`src/logic/icache_sram.sv`:
```
module icache_sram #(
    parameter type entry_t = logic,
    parameter int  DEPTH   = 64
) (
    input  logic                     clk,
    input  logic                     en,
    input  logic                     we,
    input  logic [$clog2(DEPTH)-1:0] addr,
    input  entry_t                   wdata,
    output entry_t                   rdata
);

    entry_t mem [DEPTH];

    // one port: either a write or a registered read per enabled edge
    always_ff @(posedge clk) begin
        if (en) begin
            if (we) begin
                mem[addr] <= wdata;
            end else begin
                rdata <= mem[addr];
            end
        end
    end

endmodule

```
`config.mk`:
```
export PLATFORM = sky130hd
export DESIGN_NAME = icache_sram
export DESIGN_NICKNAME = d
export VERILOG_FILES = /design/src/logic/icache_sram.sv
export SDC_FILE = /design/constraint.sdc
export NUM_CORES = 1
export LEC_CHECK = 0
export BUFFER_PORTS_ARGS = -buffer_cell sky130_fd_sc_hd__buf_2
export CAP_MARGIN = 20
export CORE_MARGIN = 2
export CORE_UTILIZATION = 64
export CTS_BUF_LIST = sky130_fd_sc_hd__clkbuf_8
export CTS_CLUSTER_SIZE = 40
export DETAILED_ROUTE_END_ITERATION = 10
export GPL_TIMING_DRIVEN = 0
export MAX_ROUTING_LAYER = met4
export PLACE_DENSITY = 0.93
export RECOVER_POWER = 100
export SLEW_MARGIN = 20
export SYNTH_ARGS = -nofsm -noshare
export SYNTH_HDL_FRONTEND = slang
export SYNTH_SLANG_ARGS = --single-unit
```
`constraint.sdc`:
```
create_clock -name clk -period 1.9 [get_ports clk]
set_input_delay 0.38 -clock clk [delete_from_list [all_inputs] [get_ports clk]]
set_output_delay 0.38 -clock clk [all_outputs]
set_load 0.05 [all_outputs]
```
**After elaboration in Yosys (flattened, before gate mapping)**

Memory sizes are Yosys's and may differ from the RTL's. A register that Yosys moved wholly into a read port is not among the register bits.
Index checks and enable logic that the tools add are counted.

- Memories: 1
- Bits in writable memories: 64
- Logic and storage cells: 6
- Input bits: 10
- Output and inout bits: 1
- Register bits: 0

- Bitwise logic cells: 1
- Reduce and logical (&&, ||, !) cells: 1
- Multiplexer cells: 3

Memories:

| name | depth | bits a word | rd ports | clocked after memory_dff | write ports | line | text |
|---|---|---|---|---|---|---|---|
| mem | 64 | 1 | 1 | 1 | 1 | 13 | `entry_t mem [DEPTH];` |

Operator list:

| cell | count |
|---|---|
| $mux W1 | 3 |
| $reduce_and A2 Y1 | 1 |
| $not A1 Y1 | 1 |

**Logic depth before layout (Yosys ltp)**

- Depth after elaboration: 3
- Mapped depth: 8
- Gate-level depth less buffers: 5

**Worst setup path before layout**

Ideal clock, no wire load.

- Kind: input port to flip-flop
- Start point: input addr[2]
- End point: register rdata (read register of mem) (data pin)
- Setup slack: 150 ps
- Library setup time: 273 ps
- Stages on the path: 6
- Path buffers: 1
- Data arrival time: 1478 ps
- Required time: 1627 ps
- Cells stage by stage: buf_2 > mux2_2 > a22oi_1 > a31oi_1 > nor4_2 > nand4_1

RTL lines:

| item | line | text |
|---|---|---|
| from (decl) | 8 | `input logic [$clog2(DEPTH)-1:0] addr,` |
| to (decl) | 10 | `output entry_t rdata` |

**Worst setup path in the final report**

- Start point: input addr[1]
- End point: memory mem[54] (netlist name), enable pin

RTL lines:

| item | line |
|---|---|
| to (decl) | 13 |

Straight into the memory's write port.

==> impl_metrics.env <==
export IMPL_antenna_found_initial=0
export IMPL_period_share_pct=96.7
export IMPL_vias=1982
export IMPL_grt_pass1_vias=1859
export IMPL_power_leakage_uw=0.00103
export IMPL_syn_area_per_cell_sq_um=12.4
export IMPL_grt_overflow=0
export IMPL_status="completed"
export IMPL_ant_nets=0
export IMPL_cp_arrival_ps=1880
export IMPL_period_needed_ps=1840
export IMPL_routedWlPerCell_microns=19.3
export IMPL_grt_pass1_wl_microns=9350
export IMPL_hpwlAfterDp_microns=3810
export IMPL_final_common_cell="nor2_1"
export IMPL_ys_ff_latch=65
export IMPL_fin_skew_ps=5.41
export IMPL_cts_resized=0
export IMPL_setup_violations=0
export IMPL_async_reset_ff_share_pct=0
export IMPL_yosys_most_used_dff="edfxtp_1"
export IMPL_cts_buffers=9
export IMPL_initial_core_util_pct=67.5
export IMPL_cts_clk_slew_worst_paths_ps=70
export IMPL_dieArea_sq_um=5220
export IMPL_post_cts_setup_buffer_count=0
export IMPL_core_region_area_sq_um=4410
export IMPL_holdPathStages=2
export IMPL_ys_seq_area_share_pct=65.5
export IMPL_fin_util_pct=72.9
export IMPL_clockBufferDepth=2
export IMPL_antennaDiodeCount=0
export IMPL_yosysUniqueCellTypes=39
export IMPL_hold_buffers=0
export IMPL_finalPower_uw=2700
export IMPL_path_depth=6
export IMPL_synth_edff_count=65
export IMPL_cp_num_buf_inv=3
export IMPL_power_density_nw_per_um2=839
export IMPL_cts_tree="done"
export IMPL_area_delta_synth_final_pct=7.98
export IMPL_place_congestion=0.866
export IMPL_hold_viol=0
export IMPL_vdd_ir_drop_max_v=0.000671
export IMPL_clock_fmax_mhz=544
export IMPL_drt_iter0_drc=345
export IMPL_drive_gt1_share_pct=13.4
export IMPL_end_kind="flop"
export IMPL_io_buffers=5
export IMPL_finalMaxSlewViolations=0
export IMPL_cp_slowest_cell="clkbuf_2"
export IMPL_io_pins=11
export IMPL_final_cell_mix="nor2_1, edfxtp_1, nand2_1"
export IMPL_required_ps=1950
export IMPL_crit_family="simple AND/OR/NAND/NOR gates"
export IMPL_crit_type="input port to flop"
export IMPL_relSlewSlack_pct=31.2
export IMPL_cpPeakStageDelay_ps=310
export IMPL_dp_cells=298
export IMPL_track_usage_pct=26.7
export IMPL_path_cells="buf_6, buf_2, clkbuf_2, and3_1, nand2_1, nor2_1"
export IMPL_synth_fp_nets=251
export IMPL_rsz0062_at_grt="false"
export IMPL_worst_slew_pin_slew_ps=1030
export IMPL_routed_wirelength_microns=6040
export IMPL_synthCells=241
export IMPL_detail_route_first_pass_iterations=6
export IMPL_fin_nets=267
export IMPL_fp_dieH_microns=72.2
export IMPL_yosys_warnings=0
export IMPL_min_path_type="input port to flop"
export IMPL_clock_root_buffer="clkbuf_8"
export IMPL_via_per_inst=6.33
export IMPL_drc=0
export IMPL_h_tree_depth=3
export IMPL_r2r_cells=5
export IMPL_critPathMaxFanout=10
export IMPL_drv_cap=0
export IMPL_grt_max_degree=65
export IMPL_fp_dieW_microns=72.2
export IMPL_rows=24
export IMPL_cts_sinks=65
export IMPL_insertion_delay_ps=340
export IMPL_fin_cells=313
export IMPL_synth_area_sq_um=2980
export IMPL_critPathLaunchType="input port"
export IMPL_whs_ps=344
## cells by family (layout without fill, tap and decap cells)
group	after synthesis	after routing	share of synthesized area [%]
buf+inv	16	36	2.73
mux	16	16	7.81
simple gates	118	118	17.6
compound gates	26	26	6.30
flops	65	65	65.5
## layer usage
layer | GRT usage [%] | vias to the layer above | part of all wire [%]
li1 | - | 908 | -
met4 | 12.4 | 0 | 2.7
met3 | 7.78 | 18 | 10
met5 | - | - | 0
met2 | 38.2 | 112 | 46
met1 | 35.6 | 944 | 41
## worst register-to-register path: stages, from the launching register on
cell,delay (ps)
edfxtp_1,370
mux4_1,500
mux2i_1,140
nor2_1,70
nor4_2,280
nand4_1,120
## synthesized netlist by cell type (3+ instances only)
library cell | instances | share of area (%)
mux2i_1 | 6 | 2.0
clkbuf_1 | 5 | 0.63
a21oi_1 | 4 | 0.67
nand2_1 | 18 | 2.3
a31oi_1 | 4 | 0.84
nor2b_1 | 7 | 1.5
nand3_1 | 4 | 0.67
a2bb2oi_1 | 3 | 0.88
a22oi_1 | 3 | 0.76
nor2_1 | 71 | 8.9
mux4_1 | 3 | 2.6
nand3b_1 | 4 | 1.0
mux2_2 | 5 | 1.9
and3_1 | 3 | 0.63
buf_2 | 8 | 1.3
edfxtp_1 | 65 | 66
## registers in the layout, indices dropped and copies added (netlist names)
register  cells
mem          64
rdata         1
## path summary, 6_finish.rpt
check	end	from	slack, ps
worst min register to register	rdata	mem[53]	770
worst max-delay path	mem[54]	addr[1]	60
worst min-delay path	rdata	we	340
worst max register to register	rdata	mem[11]	150
## report_power, final
part	switching (uW)	internal [uW]
Combinational	125	60.6
Clock	483	444
Sequential	1.45	1590
Total	609	2090
## stage by stage
stage | setup TNS, ps | setup slack (ps) | instance area [sq um]
after global routing | 0 | 1.96 | 3220
after detailed placement | -9890 | -240 | 3070
final | 0 | 62.2 | 3220
after CTS | 0 | 126 | 3220
after global placement | -7690 | -209 | 3070
after floorplan | 0 | 150 | 2980
## final cells by class
cell class | count | area, sq um
Clock inverter | 6 | 26.3
Inverter | 1 | 3.75
Tap cell | 52 | 65.1
Clock buffer | 9 | 124
Sequential cell | 65 | 1950
Timing Repair Buffer | 5 | 22.5
Multi-Input combinational cell | 160 | 946
Fill cell | 327 | 1200
Buffer | 15 | 77.6
No activity file was read; power rests on OpenSTA's default activity.
