--- src/include/icache_cfg.svh ---
`ifndef ICACHE_CFG_SVH
`define ICACHE_CFG_SVH

// address split: tag | index | offset
`define ICACHE_TAG_W    23
`define ICACHE_INDEX_W  6
`define ICACHE_OFFSET_W 3

// 64 sets of two ways each
`define ICACHE_SETS     64

// one line holds two instruction words
`define ICACHE_LINE_W   64
`define ICACHE_WORD_W   32

// byte address toward memory
`define ICACHE_ADDR_W   32

`endif
--- src/logic/icache_pkg.sv ---
`include "icache_cfg.svh"

package icache_pkg;

    // address fields
    typedef logic [`ICACHE_TAG_W-1:0]    icache_tag_t;
    typedef logic [`ICACHE_INDEX_W-1:0]  icache_index_t;
    typedef logic [`ICACHE_OFFSET_W-1:0] icache_offset_t;

    // lower word sits at offset 0
    typedef logic [`ICACHE_LINE_W-1:0]   icache_line_t;
    typedef logic [`ICACHE_WORD_W-1:0]   icache_word_t;

    typedef logic                        icache_way_t;

    // controller states
    typedef enum logic [2:0] {
        idle,
        lookup,
        miss_req,
        miss_wait,
        refill,
        respond
    } icache_state_t;

endpackage

--- src/logic/icache_lookup.sv ---
`include "icache_cfg.svh"

module icache_lookup (
    input  icache_pkg::icache_tag_t [1:0]  way_tags,
    input  icache_pkg::icache_line_t [1:0] way_lines,
    input  logic [1:0]                     valid_bits,
    input  icache_pkg::icache_tag_t        req_tag,
    input  icache_pkg::icache_offset_t     req_offset,
    output logic                           hit,
    output icache_pkg::icache_way_t        hit_way,
    output icache_pkg::icache_word_t       hit_word
);

    import icache_pkg::*;

    logic [1:0]   way_hit;
    icache_line_t hit_line;

    // a way only counts when its valid bit is set
    assign way_hit[0] = valid_bits[0] && (way_tags[0] == req_tag);
    assign way_hit[1] = valid_bits[1] && (way_tags[1] == req_tag);

    assign hit     = |way_hit;
    assign hit_way = way_hit[1];

    assign hit_line = way_lines[hit_way];

    // upper offset bit picks the word
    always_comb begin
        if (req_offset[`ICACHE_OFFSET_W-1]) begin
            hit_word = hit_line[`ICACHE_LINE_W-1 -: `ICACHE_WORD_W];
        end else begin
            hit_word = hit_line[`ICACHE_WORD_W-1:0];
        end
    end

endmodule

--- config.mk ---
export PLATFORM = sky130hd
export DESIGN_NAME = icache_lookup
export DESIGN_NICKNAME = d
export VERILOG_FILES = /design/src/logic/icache_pkg.sv /design/src/logic/icache_lookup.sv
export VERILOG_INCLUDE_DIRS = /design/src /design/src/include
export SDC_FILE = /design/constraint.sdc
export NUM_CORES = 1
export LEC_CHECK = 0
export BUFFER_PORTS_ARGS = -buffer_cell sky130_fd_sc_hd__clkbuf_2
export CAP_MARGIN = 20
export CELL_PAD_IN_SITES_DETAIL_PLACEMENT = 0
export CELL_PAD_IN_SITES_GLOBAL_PLACEMENT = 1
export CORE_ASPECT_RATIO = 0.75
export CORE_MARGIN = 10
export CORE_UTILIZATION = 15
export DETAILED_ROUTE_END_ITERATION = 10
export PLACE_DENSITY = 0.88
export SYNTH_ARGS = -nofsm -noshare
export SYNTH_HDL_FRONTEND = slang
export SYNTH_SLANG_ARGS = --single-unit
--- constraint.sdc ---
create_clock -name vclk -period 1.8
set_input_delay 0.18 -clock vclk [all_inputs]
set_output_delay 0.18 -clock vclk [all_outputs]
set_load 0.05 [all_outputs]
# ---- Word-level counts from Yosys, hierarchy flattened
# Cells that the tools add are included.
dict set report op_classes {
  n_eq_ne 2
  reduce_logical 3
  magnitude_cmp 1
  n_mux 3
}
# op n
set op_table {}
lappend op_table {{$mux 64} 2}
lappend op_table {{$eq 23x23->1} 2}
lappend op_table {{$mux 32} 1}
lappend op_table {{$logic_and 1x1->1} 2}
lappend op_table {{$lt 1x2->1 const B} 1}
lappend op_table {{$reduce_or 2->1} 1}
dict set report totals {
  inputBits 202
  output_inout_bits 34
  register_bits 0
  wordCells 9
}

# ---- Longest topological paths before layout
dict set report logic_depth {
  depth_word 5
  mapped_depth 7
  depth_no_buf 5
}

# ---- Worst setup path after synthesis
# No wires, ideal clock.
dict set report synth_timing {
  path_kind {input port to output port}
  start {in req_tag[0]}
  end {out hit_word[10]}
  path_buffers 2
  setup_slack_ns -0.253
  required_ns 1.620
  stages 7
  t_arrival_ns 1.873
  path_cell_list {xor2_1 -> nor4_1 -> nand4_1 -> or3_1 -> buf_6 -> buf_12 -> mux4_2}
}
dict set report synth_between {
  elab_chain_cells 5
}
# item line
set synth_lines {}
lappend synth_lines {{start, declared} icache_lookup.sv:7} ;# input icache_pkg::icache_tag_t req_tag,
lappend synth_lines {{$eq 23x23->1} icache_lookup.sv:21} ;# assign way_hit[1] = valid_bits[1] && (way_tags[1] == req_tag);
lappend synth_lines {{$logic_and 1x1->1} icache_lookup.sv:21}
lappend synth_lines {{$mux 64 (implied by the code) (2 in a row)} icache_lookup.sv:26} ;# assign hit_line = way_lines[hit_way];
lappend synth_lines {{$mux 32} icache_lookup.sv:30} ;# if (req_offset[`ICACHE_OFFSET_W-1]) begin
lappend synth_lines {{end, declared} icache_lookup.sv:11} ;# output icache_pkg::icache_word_t hit_word
# Every way passes these cells. The select of a mux whose other input is x is not followed.

# ---- Final worst setup path
dict set report layout_timing {
  start {in req_tag[15]}
  end {out hit_word[24]}
}
# Same word-level chain as after synthesis.

==> flow_summary_export.csv <==
group,metric,value,unit
pwr,pwr-share-comb,100.0,%
sta,setup_viol,34,
logic_synthesis,netlist_top_cells_count,"mux4_2, xor2_1, xnor2_1",
logic_synthesis,postSynthNetCount,305,
pwr,power.ir.vdd_worst,183,uV
worst_setup_path,timing.critical_path.buf_inv,4,
cells_and_area,ff_latch_area,0,um2
routing,firstDrtPassIters,4,
outcome,outcome,"finished with violations",
logic_synthesis,ys.warnings.count,0,
placement,post-place-ws,-0.866,ns
logic_synthesis,netlist.area_leader.share,47.5,%
hold_path,hold_path_startpoint,"way_lines[109]",
worst_setup_path,timing_worst_setup_path_type,"in -> out",
routing,drtAntennaViolNets,0,
worst_setup_path,crit_path_start_kind,"input port",
cells_and_area,final_core_util,38.0,%
cells_and_area,num_sequential,0,
grt,global_route_wire_length_before_repair,13400,um
pwr,net_switching_power_of_the_design,415,uW
routing,route.detailed.vias_per_inst,4.35,
sta,final.period_utilization,133,%
cells_and_area,num-fill-cells,834,
logic_synthesis,synthMostInstantiatedCell,"mux4_2",
hold_path,worst_hold_path_type,"in -> out",
cells_and_area,antenna_cells,0,
sta,hold_viol,0,
worst_setup_path,critical_path.cell_chain,"clkbuf_2, xor2_1, nor4_1, buf_4, nand4_1, or3_4, buf_6, mux4_2, clkbuf_8",
worst_setup_path,slowest_stage,"or3_4",
routing,drt_first_iter_violations,45,
clock_tree,hold_fix_buffers_cts,0,
hold_path,min_delay_path_depth,3,
sta,final.min_clock_period,2.39,ns
sta,slew_violations,0,
pwr,sequentialPowerShare,0,%
sta,timing.max_slew.rel_slack,80.1,%
pwr,switching_share,46.5,%
floorplanning,floorplan.rows,29,
sta,totalNegativeSetupSlack,-18.80,ns
cells_and_area,layout.nets,564,
routing,routed_wirelength,9170,um
sta,worst_case_setup_margin_in_the_final_layout,-0.590,ns
outcome,violations,"setup timing",
floorplanning,fp.dieH,101,um
grt,globalRouteTotalUtil,12.5,%
grt,grt_remaining_overflow,0,
cells_and_area,final_layout_size_suffix_gt1_share,83.1,%
pwr,cellInternalPower,477,uW
logic_synthesis,synth_top_cells_by_area,"mux4_2, xor2_1, xnor2_1",
placement,final_weighted_congestion_in_routability_driven_placement,0.777,
worst_setup_path,timing.critical_path.arrival,2.21,ns
cells_and_area,area_growth,144,%
hold_path,hold-path-endpoint,"hit_word[13]",
floorplanning,start_util,15.6,%
cells_and_area,clockBufferCount,0,
logic_synthesis,synthesis.area_per_instance,12.9,um2
floorplanning,floorplan.io_pins,236,
worst_setup_path,cp_max_fo,9,
grt,largest_net_degree_at_the_start_of_global_routing,33,
pwr,pwr_density_cell,276,mW/mm2
worst_setup_path,cp_top_family,"simple AND/OR/NAND/NOR gates",
flow_run,timing.max_cap.violations,0,
routing,post_drt_wl_per_cell,19.6,um
logic_synthesis,ys_seq_area_share,0,%
worst_setup_path,cp.required,1.62,ns
worst_setup_path,timing.critical_path.slowest_cell_delay,0.45,ns
sta,timing.fmax,0.418,GHz
floorplanning,dieArea,0.0131,mm2
floorplanning,die_width,129,um
sta,tightestPinTransition,0.295,ns
worst_setup_path,worstSetupEndpointType,"primary output",
grt,first_global_vias,2481,
logic_synthesis,synthDominantAreaCellType,"mux4_2",
logic_synthesis,synth.lib_cells_used.distinct,13,
routing,drt_drc,0,
placement,count_of_buffers_inserted_at_the_top_level_ports,234,
grt,antenna_found_initial,0,
logic_synthesis,synth_cells,103,
routing,total_vias_in_the_final_route,2038,
sta,grt_setup_unrepaired,"true",
pwr,clock_power_share,0,%
pwr,p_leak,0.00169,uW
placement,detailed_place_hpwl,8080,um
floorplanning,placeableCoreArea,0.00853,mm2
logic_synthesis,syn-cell-area,0.00133,mm2
==> metrics by stage <==
stage	power, uW	instances	hold WS, ns	cell area, um2
2_1_floorplan	395	103	0.706	1330
3_3_place_gp	741	465	0.901	2810
3_5_place_dp	757	465	0.907	2810
4_1_cts	863	466	0.829	3140
5_1_grt	947	468	0.828	3240
6_report	892	468	0.817	3240
==> area by class of cell <==
type                       instances  area, um2  share of cell area [%]
inverter                           1       3.75                   0.116
timing repair buffer             264       1860                    57.4
multi-input combinational         95       1240                    38.3
tap                              108        135                    4.17
==> what timing repair did <==
action	CTS	global route
gates cloned	1	2
buffers inserted	0	0
endpoints found under the setup margin	34	34
pin swaps	5	8
gates resized for setup	74	32
==> cell usage in the layout (no fill, tap or decap), drive strengths merged <==
| cell | netlist | routed |
|---|---|---|
| nand4 | 7 | 7 |
| xor2 | 24 | 24 |
| nor4 | 7 | 7 |
| nand3 | 1 | 1 |
| or3 | 1 | 1 |
| xnor2 | 22 | 22 |
| clkbuf | 3 | 206 |
| buf | 4 | 58 |
| nand2 | 1 | 1 |
| mux4 | 32 | 32 |
| inv | 1 | 1 |
==> cells by family (layout without fill, tap and decap cells) <==
logic type    Yosys count  after routing  share of synthesized area [%]
xor+xnor               46             46                           30.3
buf+inv                 8            265                           6.50
mux                    32             32                           55.4
simple gates           17             17                           7.73
==> power by group through the flow <==
stage	registers [uW]	logic, uW	clock network [uW]
after global routing	0	947	0
after global placement	0	741	0
after CTS	0	863	0
after detailed placement	0	757	0
after floorplan	0	395	0
final	0	892	0
==> metal layers <==
| layer | up-vias | global-route usage, % | part of all wire, % |
|---|---|---|---|
| met2 | 135 | 25.2 | 54 |
| li1 | 946 | - | - |
| met5 | - | 0 | 0 |
| met3 | 0 | 4.33 | 12 |
| met1 | 957 | 12.9 | 35 |
| met4 | 0 | 0 | 0 |
==> worst max-delay path by stage <==
stage               slack [ns]  cells after the start            to    startpoint
floorplan                -0.25                      7  hit_word[10]    req_tag[0]
global placement         -0.88                      8  hit_word[31]    req_tag[3]
detailed placement       -0.87                      8   hit_word[0]    req_tag[3]
CTS                      -0.64                      9  hit_word[17]   req_tag[10]
global route             -0.73                      9  hit_word[17]  way_tags[28]
finish                   -0.59                      9  hit_word[24]   req_tag[15]
Power figures use the tool's default switching activity.
