--- config.mk ---
export PLATFORM = sky130hd
export DESIGN_NAME = icache_set_state
export DESIGN_NICKNAME = d
export VERILOG_FILES = /design/src/logic/icache_pkg.sv /design/src/logic/icache_set_state.sv
export VERILOG_INCLUDE_DIRS = /design/src /design/src/include
export SDC_FILE = /design/constraint.sdc
export NUM_CORES = 1
export LEC_CHECK = 0
export CORE_ASPECT_RATIO = 1.75
export CORE_UTILIZATION = 33
export CTS_CLUSTER_DIAMETER = 30
export DETAILED_ROUTE_END_ITERATION = 8
export DONT_BUFFER_PORTS = 1
export SLEW_MARGIN = 20
export SYNTH_ARGS = -nofsm -noshare
export SYNTH_HDL_FRONTEND = slang
export SYNTH_SLANG_ARGS = --single-unit
--- constraint.sdc ---
create_clock -name clk -period 1.8 [get_ports clk]
set_input_delay 0 -clock clk [delete_from_list [all_inputs] [get_ports clk]]
set_output_delay 0 -clock clk [all_outputs]
set_load 0.005 [all_outputs]
--- src/include/icache_cfg.svh ---
`ifndef ICACHE_CFG_SVH
`define ICACHE_CFG_SVH

// address split: tag | index | offset
`define ICACHE_TAG_W    23
`define ICACHE_INDEX_W  6
`define ICACHE_OFFSET_W 3

// 64 sets of two ways each
`define ICACHE_SETS     64

// one line holds two instruction words
`define ICACHE_LINE_W   64
`define ICACHE_WORD_W   32

// byte address toward memory
`define ICACHE_ADDR_W   32

`endif
--- src/logic/icache_pkg.sv ---
`include "icache_cfg.svh"

package icache_pkg;

    // address fields
    typedef logic [`ICACHE_TAG_W-1:0]    icache_tag_t;
    typedef logic [`ICACHE_INDEX_W-1:0]  icache_index_t;
    typedef logic [`ICACHE_OFFSET_W-1:0] icache_offset_t;

    // lower word sits at offset 0
    typedef logic [`ICACHE_LINE_W-1:0]   icache_line_t;
    typedef logic [`ICACHE_WORD_W-1:0]   icache_word_t;

    typedef logic                        icache_way_t;

    // controller states
    typedef enum logic [2:0] {
        idle,
        lookup,
        miss_req,
        miss_wait,
        refill,
        respond
    } icache_state_t;

endpackage

--- src/logic/icache_set_state.sv ---
`include "icache_cfg.svh"

module icache_set_state (
    input  logic                      clk,
    input  logic                      rst,
    input  icache_pkg::icache_index_t lookup_index,
    input  logic                      fill,
    input  icache_pkg::icache_index_t fill_index,
    input  icache_pkg::icache_way_t   fill_way,
    output logic [1:0]                valid_bits,
    output icache_pkg::icache_way_t   victim
);

    import icache_pkg::*;

    // one valid bit per way, one round-robin pointer per set
    logic [`ICACHE_SETS-1:0][1:0] valid_q;
    logic [`ICACHE_SETS-1:0]      rr_q;

    assign valid_bits = valid_q[lookup_index];

    // fill an empty way before evicting anything
    always_comb begin
        if (!valid_bits[0]) begin
            victim = 1'b0;
        end else if (!valid_bits[1]) begin
            victim = 1'b1;
        end else begin
            victim = icache_way_t'(rr_q[lookup_index]);
        end
    end

    always_ff @(posedge clk) begin
        if (rst) begin
            valid_q <= '0;
            rr_q    <= '0;
        end else if (fill) begin
            valid_q[fill_index][fill_way] <= 1'b1;
            // next eviction goes to the other way
            rr_q[fill_index] <= ~fill_way;
        end
    end

endmodule

**After elaboration in Yosys (flattened, before gate mapping)**

Cells that the tools add are included.

- $lt $le $gt $ge: 5
- Multiplexer cells: 13
- Bitwise logic cells: 2
- Reductions and logical operators: 2

Operator list:

| cell | number |
|---|---|
| bitwise OR 128 bit | 1 |
| bitwise mux 64 bit | 1 |
| < comparator 6 x 7 -> 1 bit, second input constant | 2 |
| binary-select mux 2 bit (select 6 bit) | 1 |
| demux 2 bit (select 6 bit) | 1 |
| binary-select mux 1 bit (select 6 bit) | 1 |
| demux 1 bit (select 6 bit) | 1 |
| greater-or-equal comparator 6 x 1 -> 1 bit, second input constant | 1 |
| 2-to-1 mux 1 bit | 5 |
| 2-to-1 mux 2 bit | 2 |
| logical AND 1 bit | 2 |
| < comparator 1 x 2 -> 1 bit, second input constant | 1 |
| demux 1 bit (select 1 bit) | 1 |
| greater-or-equal comparator 1 bit, second input constant | 1 |
| inverter 1 bit | 1 |

- Register bits after elaboration: 192
- Logic and storage cells: 87

**Depth between registers and ports, before layout**

- Depth after elaboration: 7
- Gate-level depth with buffers: 8
- Mapped depth without buffers: 5

**Least setup slack after synthesis**

OpenSTA, ideal clock, no wires.

- Path type: register -> output
- From: register valid_q[37] (netlist bit)
- To: output victim
- Arrival: 1.717 ns
- Required time: 1.800 ns
- Path slack: 0.083 ns
- Cell stages (with the launch flop): 6
- Path buffers: 0
- Cell sequence: dfxtp_1 mux4_1 mux4_2 a2bb2oi_1 a22o_1 a21boi_1

- Cells in the longest elaborated chain, start to end: 4

RTL lines:

| item | line | source |
|---|---|---|
| start, declared | icache_set_state.sv:17 | `` logic [`ICACHE_SETS-1:0][1:0] valid_q; `` |
| start signal, assigned | icache_set_state.sv:35 | `valid_q <= '0;` |
| start signal, assigned by index | icache_set_state.sv:38 | `valid_q[fill_index][fill_way] <= 1'b1;` |
| binary-select mux 2 bit (select 6 bit) | icache_set_state.sv:20 | `assign valid_bits = valid_q[lookup_index];` |
| 2-to-1 mux 2 bit (implied by the code) | icache_set_state.sv:20 |  |
| named net valid_bits[1] | icache_set_state.sv:10 | `output logic [1:0] valid_bits,` |
| 2-to-1 mux 1 bit | icache_set_state.sv:26 | `end else if (!valid_bits[1]) begin` |
| 2-to-1 mux 1 bit | icache_set_state.sv:24 | `if (!valid_bits[0]) begin` |
| end, declared | icache_set_state.sv:11 | `output icache_pkg::icache_way_t victim` |

The timed path passes the listed nets, and every way through them passes these cells. The select of a mux whose other input is x is not followed.

**Final worst setup path**

- From: register valid_q[15] (netlist bit)
- To: output victim

- Cells in the longest elaborated chain, start to end: 4

RTL lines:

| item | line |
|---|---|
| binary-select mux 2 bit (select 6 bit) | icache_set_state.sv:20 |
| 2-to-1 mux 2 bit (implied by the code) | icache_set_state.sv:20 |
| 2-to-1 mux 1 bit | icache_set_state.sv:26 |
| 2-to-1 mux 1 bit | icache_set_state.sv:24 |

Every way passes these cells. The select of a mux whose other input is x is not followed.

==> reports/results.tsv <==
stage	metric	value	unit
run_status	status	finished with violations	
run_status	failing checks	negative setup slack	
sta	Final Hold Viols	0	
drt	Post-Route WL	22.55	mm
run	Max Cap Violations	0	
synthesis	adder-cell share of the synthesized area	0	%
worst_setup_path	CP Capture Type	output pin	
floorplanning	die area	25090	µm²
worst_setup_path	Worst Path Arrival	2280	ps
worst_setup_path	CP Launch Type	flip-flop	
power_and_ir_drop	VDD IR-drop max	0.6344	mV
sta	f_max	0.4378	GHz
grt	initial antenna violation count	0	
worst_setup_path	Crit path required time	1800	ps
sta	RSZ-0062 raised after global routing	yes	
synthesis	Yosys warnings	0	
sta	crit share post-route	126.9	%
synthesis	FF+latch count, synth	192	
power_and_ir_drop	PD cells	862.8	nW/µm²
worst_setup_path	CP max-delay cell	mux4_2	
grt	pin count of the biggest net entering global routing	100	
placed_design	hpwl dp	11.06	mm
placed_design	Area after DPL	8312	µm²
synthesis	Syn Nets	812	
worst_setup_path	critical path's largest stage delay	480	ps
synthesis	largest family of logic cells by synthesized area	compound AO/OA/AOI/OAI gates	
floorplanning	row count	75	
floorplanning	I/O pin total	19	
synthesis	Synth Area in XOR/XNOR	0	%
cells_and_area	antenna fix cells	0	
sta	TNS Setup	-1371	ps
cts	Longest Clk Path Bufs	2	
grt	first-pass GRT wire length	36.40	mm
worst_setup_path	CP most frequent cell	mux4_2	
drt	via count	6660	
grt	vias in the first global route	6711	
sta	endpoints failing setup	3	
sta	clock period minus worst slack	2284	ps
cts	CTS tree	built	
floorplanning	chip width	120.2	µm
cts	clk root buf	clkbuf_16	
synthesis	mux cell area share after synthesis	16.06	%
worst_setup_path	crit path kind	reg2out	
synthesis	Mean Syn Cell Area	10.13	µm²
synthesis	Post-Syn Area	8064	µm²
drt	initial drt markers	715	
synthesis	Post-Synthesis Cells	796	
worst_setup_path	crit path max fanout	2	
synthesis	Seq/Total Area, Yosys	47.66	%
power_and_ir_drop	leakage power	0.003641	µW
worst_setup_path	worst-path cell chain	mux4_2, mux4_2, a2bb2oi_2, a22o_1, a21boi_2	
hold_path	Hold/Removal Path Class	in2reg	
worst_setup_path	CP bufs+invs	0	
drt	drt first pass iters	5	
synthesis	Compound-Gate Fraction of Synth Area	22.50	%
cells_and_area	final instance area	10030	µm²
drt	vias per cell	5.781	
cts	# clock sinks	192	
cts	Clk Latency, worst-skew pair	440	ps
floorplanning	Starting Density	33.57	%
sta	Final WS setup	-483.9	ps
cells_and_area	Final nets	848	
worst_setup_path	Top delay family on crit path	multiplexers	
grt	GRT overflow	0	
drt	Post-route DRC	0	
cells_and_area	layout cells sized above 1	14.69	%
sta	Worst Skew	0	ps
placed_design	Buffers on Ports	0	
sta	hold slack final	3.835	ps
floorplanning	core box area	24020	µm²
synthesis	Synth cell types	28	
grt	gr usage total	18.63	%
drt	antenna viol nets, final	0	
drt	DR WL/cell	19.57	µm
sta	Rel. slew slack	66.80	%
sta	Slew @ Worst Pin	497.3	ps
cts	clock slew at reported path FFs	70	ps
sta	Slew Viols, Final	0	
cts	CTS Buf Count	17	
synthesis	simple-gate area share of the yosys netlist	8.068	%
floorplanning	chip height	208.8	µm
cells_and_area	Layout area overhead	24.42	%
cts	H-tree levels	4	
placed_design	GPL Wtd Cong	0.7106	
## cell usage after synthesis (all sizes together)
library cell,instances,share of area (%)
dfxtp,192,48
nor2,131,6.1
a31oi,129,10
clkbuf,99,4.6
a21oi,66,4.1
a311oi,64,7.0
mux4,53,15
buf,11,0.99
a22oi,9,0.84
mux2i,9,1.1
nor3b,6,0.56
nand2,5,0.23
and3b,4,0.43
nor2b,4,0.31
a211oi,2,0.19
and3,2,0.16
inv,2,0.093
nor3,2,0.12
a21boi,1,0.093
a221oi,1,0.11
a22o,1,0.11
a2bb2oi,1,0.11
and2,1,0.078
nor4,1,0.078
## area by class of cell
type / count / area, µm²
inverter: 2 / 7.507
timing repair buffer: 127 / 1364
sequential: 192 / 3847
clock buffer: 21 / 480.5
tap: 308 / 385.4
fill: 2354 / 13990
multi-input combinational: 492 / 3816
clock inverter: 10 / 132.6
## sequential cells by signal (all words and copies together), names as in the netlist
register  cells
valid_q     128
rr_q         64
## where the power goes
group          internal (µW)  total (µW)  switching (µW)
registers               4270        4280            10.8
logic                    173         436             263
clock network           2320        3940            1620
total                   6760        8660            1900
## metrics by stage
step	total power, µW	instances	util [%]	setup WS, ps
final	8657	1152	41.77	-483.9
after global routing	8890	1152	41.77	-550.5
after CTS	8697	1151	41.70	-544.0
after detailed placement	4710	1015	34.60	-106.6
after global placement	4709	1015	34.60	-88.38
after floorplan	4765	796	-	83.32
## cells in the final DEF (no fill, tap or decap), types with 2 or more instances in the layout
cell,Yosys,final
buf_12,0,9
nor3b_2,0,6
nor3_2,0,2
a211oi_1,2,2
a21oi_1,66,66
nor2_1,131,129
dfxtp_2,0,3
a31oi_1,129,129
mux4_2,50,52
a311oi_1,64,64
buf_16,0,2
nor2b_1,4,4
mux2i_1,9,8
dlygate4sd3_1,0,103
dfxtp_1,192,189
bufinv_16,0,3
a22oi_1,9,9
clkbuf_8,0,4
and3b_1,4,4
nand2_1,5,5
clkbuf_16,0,17
and3_1,2,2
clkinv_2,0,5
buf_4,0,13
## worst min-delay path: cells and delay by family
| kind | cells | cell delay [ps] |
|---|---|---|
| AND/OR/NAND/NOR | 2 | 190 |
| AO/OA/AOI/OAI | 2 | 200 |
## final timing paths
path	from	end	slack, ps	cells after the start
min	fill_index[3]	rr_q[24]$_SDFFE_PP0P_	4	4
max reg2reg	rr_q[54]$_SDFFE_PP0P_	rr_q[54]$_SDFFE_PP0P_	480	3
min reg2reg	valid_q[58]$_SDFFE_PP0P_	valid_q[58]$_SDFFE_PP0P_	460	2
max	valid_q[15]$_SDFFE_PP0P_	victim	-480	5
## layer usage
layer | share of wire (%) | track usage (%) | vias up
li1 | - | - | 3115
met4 | 2.4 | 7.198 | 0
met1 | 42 | 23.25 | 3327
met2 | 51 | 31.43 | 189
met5 | 0 | 0 | -
met3 | 4.3 | 3.493 | 29
## logic make-up after synthesis
kind of cell | Yosys count
compound gates | 274
buf+inv | 112
flops | 192
mux | 62
simple gates | 156
## repair_timing
action	4_1_cts	5_1_grt
endpoints found under the setup margin	3	4
pin swaps	2	2
cloned	0	0
hold buffers	105	0
gates resized for setup	6	3
hold endpoints to repair	192	0
buffers inserted	0	1
Note: power is estimated with default switching activity, not from simulation.
