<file path="config.mk">
export PLATFORM = sky130hd
export DESIGN_NAME = icache_ctrl
export DESIGN_NICKNAME = d
export VERILOG_FILES = /design/src/logic/icache_pkg.sv /design/src/logic/icache_ctrl.sv
export VERILOG_INCLUDE_DIRS = /design/src /design/src/include
export SDC_FILE = /design/constraint.sdc
export NUM_CORES = 1
export LEC_CHECK = 0
export ABC_AREA = 1
export BUFFER_PORTS_ARGS = -buffer_cell sky130_fd_sc_hd__buf_2
export CELL_PAD_IN_SITES_DETAIL_PLACEMENT = 1
export CELL_PAD_IN_SITES_GLOBAL_PLACEMENT = 1
export CORE_ASPECT_RATIO = 0.5
export CORE_MARGIN = 3
export CORE_UTILIZATION = 31
export DETAILED_ROUTE_END_ITERATION = 8
export PLACE_DENSITY_LB_ADDON = 0.1
export RECOVER_POWER = 50
export SLEW_MARGIN = 20
export SYNTH_ARGS = -nofsm -noshare
export SYNTH_HDL_FRONTEND = slang
export SYNTH_SLANG_ARGS = --single-unit
export TNS_END_PERCENT = 100
</file>
<file path="constraint.sdc">
create_clock -name clk -period 8.72 [get_ports clk]
set_clock_uncertainty 0.05 [all_clocks]
set_input_delay 1.744 -clock clk [delete_from_list [all_inputs] [get_ports clk]]
set_output_delay 1.744 -clock clk [all_outputs]
set_load 0.02 [all_outputs]
</file>
<file path="src/include/icache_cfg.svh">
`ifndef ICACHE_CFG_SVH
`define ICACHE_CFG_SVH

// address split: tag | index | offset
`define ICACHE_TAG_W    23
`define ICACHE_INDEX_W  6
`define ICACHE_OFFSET_W 3

// 64 sets of two ways each
`define ICACHE_SETS     64

// one line holds two instruction words
`define ICACHE_LINE_W   64
`define ICACHE_WORD_W   32

// byte address toward memory
`define ICACHE_ADDR_W   32

`endif
</file>
<file path="src/logic/icache_pkg.sv">
`include "icache_cfg.svh"

package icache_pkg;

    // address fields
    typedef logic [`ICACHE_TAG_W-1:0]    icache_tag_t;
    typedef logic [`ICACHE_INDEX_W-1:0]  icache_index_t;
    typedef logic [`ICACHE_OFFSET_W-1:0] icache_offset_t;

    // lower word sits at offset 0
    typedef logic [`ICACHE_LINE_W-1:0]   icache_line_t;
    typedef logic [`ICACHE_WORD_W-1:0]   icache_word_t;

    typedef logic                        icache_way_t;

    // controller states
    typedef enum logic [2:0] {
        idle,
        lookup,
        miss_req,
        miss_wait,
        refill,
        respond
    } icache_state_t;

endpackage

</file>
<file path="src/logic/icache_ctrl.sv">
`include "icache_cfg.svh"

module icache_ctrl (
    input  logic                       clk,
    input  logic                       rst,
    // fetch side
    input  logic                       valid,
    input  icache_pkg::icache_index_t  index,
    input  icache_pkg::icache_tag_t    tag,
    input  icache_pkg::icache_offset_t offset,
    output logic                       addr_ok,
    output logic                       data_ok,
    output icache_pkg::icache_word_t   rdata,
    // from lookup and set state
    input  logic                       hit,
    input  icache_pkg::icache_way_t    hit_way,
    input  icache_pkg::icache_word_t   hit_word,
    input  icache_pkg::icache_way_t    victim,
    // memory side
    output logic                       mem_req_valid,
    output logic [`ICACHE_ADDR_W-1:0]  mem_addr,
    input  logic                       mem_req_ready,
    input  logic                       mem_resp_valid,
    input  icache_pkg::icache_line_t   mem_rdata,
    // array control
    output logic                       sram_en,
    output icache_pkg::icache_index_t  sram_addr,
    output logic [1:0]                 tag_we,
    output logic [1:0]                 data_we,
    output icache_pkg::icache_tag_t    tag_wdata,
    output icache_pkg::icache_line_t   line_wdata,
    // buffered request for lookup
    output icache_pkg::icache_tag_t    req_tag,
    output icache_pkg::icache_offset_t req_offset,
    // set state update
    output logic                       fill,
    output icache_pkg::icache_index_t  fill_index,
    output icache_pkg::icache_way_t    fill_way
);

    import icache_pkg::*;

    icache_state_t state;
    icache_state_t next_state;

    icache_index_t req_index;
    icache_line_t  miss_line;
    icache_word_t  miss_word;
    logic          accept;
    logic          lookup_hit;
    logic [1:0]    fill_mask;

    assign lookup_hit = (state == lookup) && hit;

    // new request can enter while idle or behind a hit
    assign addr_ok = (state == idle) || lookup_hit;
    assign accept  = valid && addr_ok;

    always_comb begin
        next_state = state;
        case (state)
            idle: begin
                if (valid) begin
                    next_state = lookup;
                end
            end
            lookup: begin
                if (!hit) begin
                    next_state = miss_req;
                end else if (valid) begin
                    next_state = lookup;
                end else begin
                    next_state = idle;
                end
            end
            miss_req: begin
                if (mem_req_ready) begin
                    next_state = miss_wait;
                end
            end
            miss_wait: begin
                if (mem_resp_valid) begin
                    next_state = refill;
                end
            end
            refill: begin
                next_state = respond;
            end
            respond: begin
                next_state = idle;
            end
            default: begin
                next_state = idle;
            end
        endcase
    end

    always_ff @(posedge clk) begin
        if (rst) begin
            state <= idle;
        end else begin
            state <= next_state;
        end
    end

    // request buffer
    always_ff @(posedge clk) begin
        if (accept) begin
            req_index  <= index;
            req_tag    <= tag;
            req_offset <= offset;
        end
    end

    // miss buffer holds the returned line until refill and respond
    always_ff @(posedge clk) begin
        if ((state == miss_wait) && mem_resp_valid) begin
            miss_line <= mem_rdata;
        end
    end

    // line address toward memory
    assign mem_req_valid = (state == miss_req);
    assign mem_addr      = {req_tag, req_index, {`ICACHE_OFFSET_W{1'b0}}};

    // read on accept, write the victim way on refill
    assign sram_en   = accept || (state == refill);
    assign sram_addr = accept ? index : req_index;

    assign fill       = (state == refill);
    assign fill_index = req_index;
    assign fill_way   = victim;
    assign fill_mask  = fill ? (2'b01 << fill_way) : 2'b00;

    assign tag_we     = fill_mask;
    assign data_we    = fill_mask;
    assign tag_wdata  = req_tag;
    assign line_wdata = miss_line;

    always_comb begin
        if (req_offset[`ICACHE_OFFSET_W-1]) begin
            miss_word = miss_line[`ICACHE_LINE_W-1 -: `ICACHE_WORD_W];
        end else begin
            miss_word = miss_line[`ICACHE_WORD_W-1:0];
        end
    end

    // hit answers from lookup, a miss answers one cycle after refill
    assign data_ok = lookup_hit || (state == respond);

    always_comb begin
        if (state == respond) begin
            rdata = miss_word;
        end else begin
            rdata = hit_word;
        end
    end

endmodule

</file>
### Yosys cells after proc, flatten, opt, wreduce, memory -nomap -nowiden

Cells that the tools add are included.

* register bits after elaboration: 99
* input port bits: 136
* output and inout bits: 199
* logic and storage cells: 32

* equality and inequality tests: 8
* shift-type cells: 1
* mux-type cells: 10
* reduce and logical (&&, ||, !) cells: 8

Operators by type and width (number)
* $mux W32: 2
* $pmux W3 S5: 1
* $mux W3: 3
* $eq A3 B2 Y1 const B: 2
* $eq A3 B3 Y1 const B: 2
* $mux W6: 1
* $mux W2: 2
* $ne A2 B2 Y1 const B: 2
* $eq A3 B1 Y1 const B: 1
* $logic_and A1 B1 Y1: 3
* $logic_not A3 Y1: 1
* $logic_or A1 B1 Y1: 3
* $reduce_and A3 Y1: 1
* $ne A2 B1 Y1 const B: 1
* $shl A1 B1 Y2 const A: 1
* $mux W1: 1

### Depth between registers and ports, before layout

Gate-level depths: netlist (run 1).

* word-level depth: 5
* mapped depth: 8
* depth with buffers taken out: 8

### Worst setup path after synthesis (run 1)

OpenSTA, ideal clock, no wires.

* path type: input -> register
* start: input port mem_resp_valid
* end: register miss_line[0] (netlist: line_wdata[0]), enable pin
* setup time: 0.486 ns
* arrival: 4.454 ns
* required time: 8.184 ns
* slack: 3.730 ns
* cell stages on the path: 2
* buffers on the path: 0
* cell sequence: inv_1 nor2_1

* word-level cells in the longest chain between the ends: 1

RTL lines
* start: declaration: RTL line icache_ctrl.sv:23 `input logic mem_resp_valid,`
* $logic_and A1 B1 Y1: RTL line icache_ctrl.sv:117 `if ((state == miss_wait) && mem_resp_valid) begin`
* end signal: assignment: RTL line icache_ctrl.sv:118 `miss_line <= mem_rdata;`
* end: declaration: RTL line icache_ctrl.sv:47 `icache_line_t miss_line;`

No other way between the ends.
A chain may end at the register's enable or synchronous reset.

### Worst setup path in the final report (run 1)

* start: input port hit
* end: output port sram_addr[0]

* word-level cells in the longest chain between the ends: 4

RTL lines
* start: declaration: RTL line icache_ctrl.sv:15 `input logic hit,`
* $logic_and A1 B1 Y1: RTL line icache_ctrl.sv:53 `assign lookup_hit = (state == lookup) && hit;`
* $logic_or A1 B1 Y1: RTL line icache_ctrl.sv:56 `assign addr_ok = (state == idle) || lookup_hit;`
* $logic_and A1 B1 Y1: RTL line icache_ctrl.sv:57 `assign accept = valid && addr_ok;`
* via accept: RTL line icache_ctrl.sv:49 `logic accept;`
* $mux W6
* end: declaration: RTL line icache_ctrl.sv:27 `output icache_pkg::icache_index_t sram_addr,`

The timed path passes the listed nets, and every way through them passes these cells.

==> flow_summary.toml, run 1 <==
[detailed_routing]
vias = 3679
via_per_inst = 4.24
first_pass_iters = 4
route.detailed.drc = 0
wl_mm = 13.8
ant_nets = 0
drt_iter0_drc = 110
post_drt_wl_per_cell_um = 15.9

[clock_network]
root_buffer = "clkbuf_16"
cts_buffers = 9
clock_latency_ns = 0.33
cts-hold-fix-buffers = 0
cts_buffer_depth = 2
cts_sinks = 99
ctsResizeCount = 0
clkTransAtPathRegs_ns = 0.07
cts_tree = "built"
cts_max_level = 3
postCtsSetupBuffers = 0

[timing]
worst_pin_slew_ns = 1.38
slew_viol_final = 0
fmax_mhz = 171
setup_viol_count_final = 0
rsz0062_at_grt = "false"
fin_setup_tns_ns = 0
fin_crit_sh_pct = 67.2
worst_slack_ns = 2.86
finalHoldViolations = 0
relSlewSlack_pct = 7.61
post-route-min-period_ns = 5.86

[finish]
area_growth_pct = 34.9
layout-drive-gt1-share_pct = 44.7
postLayoutCellArea_mm2 = 0.00601
fin_nets = 805
final_core_util_pct = 43.5
final_cells = 868

[setup_path]
worstPathArrival_ns = 4.07
timing.rr.start = "state[2]$_SDFFE_PP0P_"
critical_path.startpoint = "hit"
start_kind = "input port"
crit_top_cell = "nand2_1"
critical_path.top_delay_family = "buffers and inverters"
worstPathMaxFanout = 32
path_cells = "clkbuf_1, nand3_1, nand2_2, nand2_1, clkinvlp_2, nand2_1, nand2_1, buf_2"
end_kind = "output port"
worst-r2r-setup-slack_ns = 5.79
reg2reg_to = "req_tag[4]$_DFFE_PP_"
cpMaxStageDelayCell = "clkinvlp_2"
critPathMaxStageDelay_ns = 1.17
required_ns = 6.93
r2r_cells = 5
worstSetupPathType = "input port to output port"
path_buf_inv = 3

[logic_synthesis]
netlist_area_mm2 = 0.00446
yosys-top-cells-area = "edfxtp_1 (61%), buf_4 (9.8%), nand2_1 (7.9%), dfxtp_1 (4.0%), o21ai_0 (3.9%)"
synth_cells = 395
synth_area_leader_cell = "edfxtp_1"
yosys_warnings = 0
synth-seq-area-share_pct = 64.7
synthFlopType = "edfxtp_1"
async_flop_share_pct = 0
synth_cell_types = 25
synth_top_cell_area_share_pct = 60.6
synth-seq-cells = 99
syn_area_per_cell_um2 = 11.3
synth_edf_count = 90

[power]
clkPwrFrac_pct = 27.8
max-vdd-ir-drop_v = 0.0000836
switchingPower_uw = 444
combPwrFrac_pct = 26.5
power.internal_uw = 863
p_sw_share_pct = 34.0
power_density_mw_per_mm2 = 217
leakagePower_nw = 2.83
seqPwrFrac_pct = 45.7

[hold_path]
hold_path.class = "flop to flop"
min-delay-start = "fill_index[5]$_DFF_P_"
hold_depth = 2
min_to = "fill_index[5]$_DFF_P_"

[placement]
dp_worst_setup_slack_ns = 4.08
finalWeightedCongestion = 0.752
hpwl_mm = 10.8
dp.cells = 850
placed_cell_area_mm2 = 0.00584
port_buffers = 330

[grt]
grt_max_degree = 66
overflow = 0
grt_usage_pct = 16.3
grt_first_pass_wirelength_mm = 20.1
antenna_found_initial = 2
grt_pass1_vias = 3665

[floorplanning]
chipHeight_um = 90.8
die-area_mm2 = 0.0159
num_rows = 30
io_pins = 335
start_util_pct = 32.3
core_mm2 = 0.0138
die_w_um = 176

[flow_run]
maxCapViolations = 0

[outcome]
status = "finished, final reports clean"
-- final cells by class --
| type | count | area (µm²) |
|---|---|---|
| multi-input combinational | 184 | 871 |
| antenna | 2 | 5.00 |
| tap | 192 | 240 |
| fill | 1675 | 7800 |
| sequential | 99 | 2880 |
| inverter | 42 | 159 |
| clock buffer | 10 | 229 |
| clock inverter | 6 | 40.0 |
| timing repair buffer | 333 | 1590 |
-- cell usage in the layout, fill, tap and decap left out, types with 5 or more instances in the layout --
cell type / instances
o21ai_0: 35
buf_2: 261
nor2_1: 8
nand2_1: 95
clkbuf_1: 70
inv_1: 40
nand3_1: 5
clkbuf_16: 9
edfxtp_1: 90
o21ai_2: 17
dfxtp_1: 9
o21ai_1: 13
-- Yosys cell counts, drive strengths merged, types with 2 or more instances --
master  number
o21ai       65
clkbuf       4
nand3        5
buf         68
a21oi        2
edfxtp      90
dfxtp        9
nor2        10
inv         41
nand2       97
-- layer usage --
metal,up-vias,track usage (%),routed length (µm)
met4,0,4.08,151
met5,-,0,0
met1,1726,16.4,4830
li1,1799,-,-
met2,144,32.4,7820
met3,10,5.29,1020
-- state kept, by name (all words and copies together) (netlist names) --
register    cells
fill_index      6
line_wdata     64
req_offset      3
req_tag        23
state           3
-- power groups by stage --
stage          Combinational (mW)  Clock, mW  Sequential, mW
2_1_floorplan               0.221          0           0.648
5_1_grt                     0.375      0.398           0.603
4_1_cts                     0.364      0.379           0.596
3_3_place_gp                0.358          0           0.604
6_report                    0.346      0.363           0.597
3_5_place_dp                0.363          0           0.607
-- stage by stage --
step	power, mW	hold WS, ns
after CTS	1.34	0.443
final	1.31	0.447
after detailed placement	0.969	0.430
after global placement	0.963	0.422
after global routing	1.38	0.471
after floorplan	0.869	0.528
-- cell families (layout without fill, tap and decap cells) --
logic type / count (synthesis) / after routing / share of synthesized area [%]
and+or+nand+nor: 114 / 114 / 10.3
AOI/OAI and AO/OA: 67 / 67 / 8.95
buffers and inverters: 114 / 391 / 16.0
DFF: 99 / 99 / 64.7
other: 1 / 5 / 0.0841
-- worst register-to-register path, cell delays in order, from the launching register on --
cell	delay, ns
dfxtp_1	0.39
inv_1	0.14
nand3_1	0.15
nand2_2	0.06
nand2_1	0.27
clkinvlp_2	1.17
-- how the worst max path moves through the flow --
| stage | end | slack [ns] | cells after the start |
|---|---|---|---|
| finish | sram_addr[0] | 2.86 | 8 |
| global route | sram_addr[3] | 2.48 | 8 |
| CTS | sram_addr[3] | 4.07 | 8 |
| detailed placement | sram_addr[3] | 4.08 | 8 |
| global placement | sram_addr[2] | 4.10 | 8 |
| floorplan | line_wdata[0]$_DFFE_PP_ | 3.73 | 2 |
Power figures use the tool's default switching activity.
==> inputs of run 2 (changes only) <==
CORE_UTILIZATION = 29   (was 31)
clock period = 5.85 ns   (was 8.72 ns; I/O delays follow)
==> run 2 against run 1 <==
The run now ends with capacitance limit, slew limit left. Register-to-register slack worse by 3.7 ns. Critical path depth stayed put. Non-clock buffer count up 1. Largest power group unchanged. Highest routed layer unchanged.
==> flow_summary.toml, run 2 (same netlist as run 1, synthesis figures left out) <==
[placement]
hpwl_mm = 10.9
finalWeightedCongestion = 0.757
port_buffers = 330

[timing]
finalHoldViolations = 0
slew_viol_final = 1
fin_crit_sh_pct = 76.0
fmax_mhz = 225
worst_pin_slew_ns = 1.49
post-route-min-period_ns = 4.44
fin_setup_tns_ns = 0
setup_viol_count_final = 0
relSlewSlack_pct = -0.00535
rsz0062_at_grt = "false"

[grt]
grt_first_pass_wirelength_mm = 19.8
grt_max_degree = 65
grt_usage_pct = 15.3
overflow = 0
antenna_found_initial = 0
grt_pass1_vias = 3654

[setup_path]
worst-r2r-setup-slack_ns = 2.12
r2r_cells = 5
start_kind = "input port"
timing.rr.start = "state[2]$_SDFFE_PP0P_"
worstSetupPathType = "input port to output port"
reg2reg_to = "line_wdata[15]$_DFFE_PP_"
worstPathMaxFanout = 32
worstPathArrival_ns = 3.22
required_ns = 4.63
end_kind = "output port"

[clock_network]
cts_sinks = 99
clkTransAtPathRegs_ns = 0.07
cts_tree = "built"
cts_buffers = 9
ctsResizeCount = 0
cts_max_level = 3
postCtsSetupBuffers = 0
clock_latency_ns = 0.33
cts_buffer_depth = 2
cts-hold-fix-buffers = 0
root_buffer = "clkbuf_16"

[finish]
num_antenna_cells = 0
largest_register_ffs = 64
final_common_cell = "buf_2"
fin_nets = 806
area_growth_pct = 36.4
layout-drive-gt1-share_pct = 48.7
fillers = 1747
layout_common_cells = "buf_2 (290), nand2_1 (95), edfxtp_1 (90), clkbuf_1 (42), inv_1 (40)"

[detailed_routing]
vias = 3680
first_pass_iters = 4
route.detailed.drc = 0
post_drt_wl_per_cell_um = 15.9
ant_nets = 0
via_per_inst = 4.22
wl_mm = 13.9
drt_iter0_drc = 156

[floorplanning]
chipHeight_um = 93.7
die-area_mm2 = 0.0170
start_util_pct = 30.2
io_pins = 335
die_w_um = 181
core_mm2 = 0.0147
num_rows = 31

[power]
p_sw_share_pct = 33.2
seqPwrFrac_pct = 44.6
power.internal_mw = 1.33
clkPwrFrac_pct = 29.6
total_power_mw = 2.00
power_density_mw_per_mm2 = 328
combPwrFrac_pct = 25.8
leakagePower_nw = 2.93
switchingPower_uw = 663
max-vdd-ir-drop_v = 0.000140

[hold_path]
hold_depth = 2
min_to = "fill_index[0]$_DFF_P_"
min-delay-start = "fill_index[0]$_DFF_P_"
hold_path.class = "flop to flop"

[outcome]
violations = "capacitance limit, slew limit"
status = "finished, violations left"

[flow_run]
maxCapViolations = 1
[run 2: cell count changes in the layout (fill, tap and decap cells not counted), sizes merged]
cell and delta:
diode -2, clkinv +2, clkbuf -28, bufinv +1
buf +29, clkinvlp -3
[run 2: worst max-delay path by stage]
stage	endpoint	from
global placement	sram_addr[4]	hit
floorplan	line_wdata[0]$_DFFE_PP_	mem_resp_valid
global route	sram_addr[5]	hit
finish	sram_addr[2]	hit
CTS	rdata[21]	state[1]$_SDFFE_PP0P_
detailed placement	sram_addr[1]	hit
[run 2: metrics by stage]
stage	worst slack (ns)	instances	utilization, %	hold WS (ns)	cell area, µm²
after floorplan	1.43	397	-	0.528	4470
after global placement	2.39	856	39.7	0.422	5850
after detailed placement	2.36	856	39.7	0.429	5850
after CTS	2.30	872	41.7	0.439	6140
after global routing	1.11	873	41.2	0.465	6080
final	1.41	873	41.2	0.442	6080
[run 2: area by class of cell]
| class | instances | area [µm²] | area share (%) |
|---|---|---|---|
| tap | 198 | 248 | 4.07 |
| inverter | 42 | 159 | 2.61 |
| sequential | 99 | 2880 | 47.4 |
| timing repair buffer | 334 | 1630 | 26.8 |
| clock inverter | 6 | 65.1 | 1.07 |
| clock buffer | 10 | 229 | 3.77 |
| multi-input combinational | 184 | 868 | 14.3 |
[run 2: power groups by stage]
stage | Combinational (mW) | Sequential [mW] | Clock [mW]
after floorplan | 0.330 | 0.965 | 0
after global placement | 0.534 | 0.901 | 0
after detailed placement | 0.538 | 0.905 | 0
after CTS | 0.540 | 0.890 | 0.613
after global routing | 0.555 | 0.901 | 0.642
final | 0.516 | 0.890 | 0.591
[run 2: critical path: stages]
cell	delay, ns
clkbuf_1	0.09
nand3_1	0.10
nand2_1	0.11
nand2_4	0.14
clkinvlp_2	1.03
nand2_1	0.29
nand2_1	0.10
buf_2	0.17
[run 2: per-layer routing]
metal  GRT usage [%]  routed length, µm  vias to the layer above
met1            15.4               4860                     1733
met3            4.99               1010                        6
met2            31.1               7940                      145
li1                -                  -                     1796
met5               0                  0                        -
met4            2.60                 70                        0
==> inputs of run 3 (changes only) <==
clock period = 4.6 ns   (was 5.85 ns; I/O delays follow)
==> run 3 against run 2 <==
The flow now finishes without violations. Global-route usage hardly changed. Combinational power is 26% higher. Utilization is 0.13 points lower. Sequential power is 27% higher. Wire length is 0.84% lower. Critical path type is now flop to output port. Largest power group unchanged.
==> flow_summary.toml, run 3 (same netlist as run 1, synthesis figures left out) <==
[setup_path]
critical_path.startpoint = "state[1]$_SDFFE_PP0P_"
worstPathArrival_ns = 2.36
reg2reg_to = "line_wdata[55]$_DFFE_PP_"
worstPathMaxFanout = 46
worst-r2r-setup-slack_ns = 2.65
required_ns = 3.63
crit_path_end = "rdata[22]"
critPathMaxStageDelay_ns = 0.68
path_cells = "nor2_4, nand2_2, buf_4, nand2_1, o21ai_2, buf_2"
end_kind = "output port"
start_kind = "flop"
worst-path-stages = 6
r2r_cells = 4
path_buf_inv = 2
worstSetupPathType = "flop to output port"
timing.rr.start = "state[2]$_SDFFE_PP0P_"
cpMaxStageDelayCell = "nand2_2"
critical_path.top_delay_family = "simple AND/OR/NAND/NOR gates"

[floorplanning]
io_pins = 335
die_w_um = 181
start_util_pct = 30.2
core_mm2 = 0.0147
num_rows = 31
chipHeight_um = 93.7
die-area_mm2 = 0.0170

[clock_network]
cts_sinks = 99
cts_max_level = 3
cts_buffers = 9
cts_tree = "built"
clkTransAtPathRegs_ns = 0.07
root_buffer = "clkbuf_16"
cts_buffer_depth = 2
cts-hold-fix-buffers = 0
ctsResizeCount = 0
clock_latency_ns = 0.33
postCtsSetupBuffers = 0

[placement]
port_buffers = 330
dp_worst_setup_slack_ns = 1.56
hpwl_mm = 10.8
finalWeightedCongestion = 0.746

[detailed_routing]
wl_mm = 13.8
ant_nets = 0
vias = 3649
via_per_inst = 4.18
route.detailed.drc = 0
post_drt_wl_per_cell_um = 15.8
first_pass_iters = 4
drt_iter0_drc = 116

[grt]
antenna_found_initial = 0
overflow = 0
grt_max_degree = 65
grt_usage_pct = 15.2
grt_pass1_vias = 3709
grt_first_pass_wirelength_mm = 19.8

[finish]
fin_nets = 805
largest_register_ffs = 64
num_antenna_cells = 0
area_growth_pct = 36.0
ff_latch_area_mm2 = 0.00288
final_common_cell = "buf_2"
multi_input_area_um2 = 868
layout_common_cells = "buf_2 (261), nand2_1 (96), edfxtp_1 (90), clkbuf_1 (72), inv_1 (40)"
layout-drive-gt1-share_pct = 44.4
fillers = 1761

[timing]
worst_slack_ns = 1.27
worst_pin_slew_ns = 0.931
setup_viol_count_final = 0
relSlewSlack_pct = 37.7
rsz0062_at_grt = "false"
post-route-min-period_ns = 3.33
holdWs_ns = 0.444
fin_crit_sh_pct = 72.3
fin_setup_tns_ns = 0
slew_viol_final = 0
finalHoldViolations = 0
fmax_mhz = 301

[power]
power_density_mw_per_mm2 = 425
max-vdd-ir-drop_v = 0.000212
leakagePower_nw = 2.85

[flow_run]
maxCapViolations = 0

[hold_path]
hold_path.class = "flop to flop"

[outcome]
status = "finished, final reports clean"
run 3: worst min-delay path by stage:
stage / to / start / slack [ns] / cells past startpoint
4_1_cts: fill_index[3]$_DFF_P_ / fill_index[3]$_DFF_P_ / 0.44 / 2
3_3_place_gp: fill_index[0]$_DFF_P_ / fill_index[0]$_DFF_P_ / 0.42 / 2
6_report: fill_index[2]$_DFF_P_ / fill_index[2]$_DFF_P_ / 0.44 / 2
5_1_grt: fill_index[3]$_DFF_P_ / fill_index[3]$_DFF_P_ / 0.47 / 2
3_5_place_dp: fill_index[3]$_DFF_P_ / fill_index[3]$_DFF_P_ / 0.43 / 2
2_1_floorplan: state[0]$_SDFFE_PP0P_ / state[2]$_SDFFE_PP0P_ / 0.53 / 3
run 3: tightest hold or removal path: cells and delay by family (launching register included):
family	cells	cell delay, ns
and+or+nand+nor	2	0.12
DFF	1	0.33
run 3: area by class of cell:
class                           instances  area share, %
Clock buffer                           12           3.90
Clock inverter                          4           1.24
Inverter                               42           2.68
Multi-Input combinational cell        184           14.3
Sequential cell                        99           47.6
Tap cell                              198           4.09
Timing Repair Buffer                  333           26.2
run 3: per-layer routing:
| layer | global-route usage (%) | share of wire [%] | up-vias |
|---|---|---|---|
| li1 | - | - | 1795 |
| met5 | 0 | 0 | - |
| met3 | 5.72 | 7.7 | 8 |
| met1 | 15.2 | 35 | 1707 |
| met2 | 30.9 | 57 | 139 |
| met4 | 2.09 | 0.42 | 0 |
run 3: stage by stage:
step | util, % | total power, mW | cell area, µm² | cells
2_1_floorplan | - | 1.65 | 4470 | 397
5_1_grt | 41.1 | 2.70 | 6060 | 872
3_5_place_dp | 39.7 | 1.84 | 5850 | 856
4_1_cts | 41.8 | 2.64 | 6160 | 872
3_3_place_gp | 39.7 | 1.83 | 5850 | 856
6_report | 41.1 | 2.58 | 6060 | 872
run 3: report_power, final:
part | switching, mW | internal, mW | total [mW]
clock | 0.320 | 0.478 | 0.798
combinational | 0.459 | 0.192 | 0.652
sequential | 0.0541 | 1.07 | 1.13
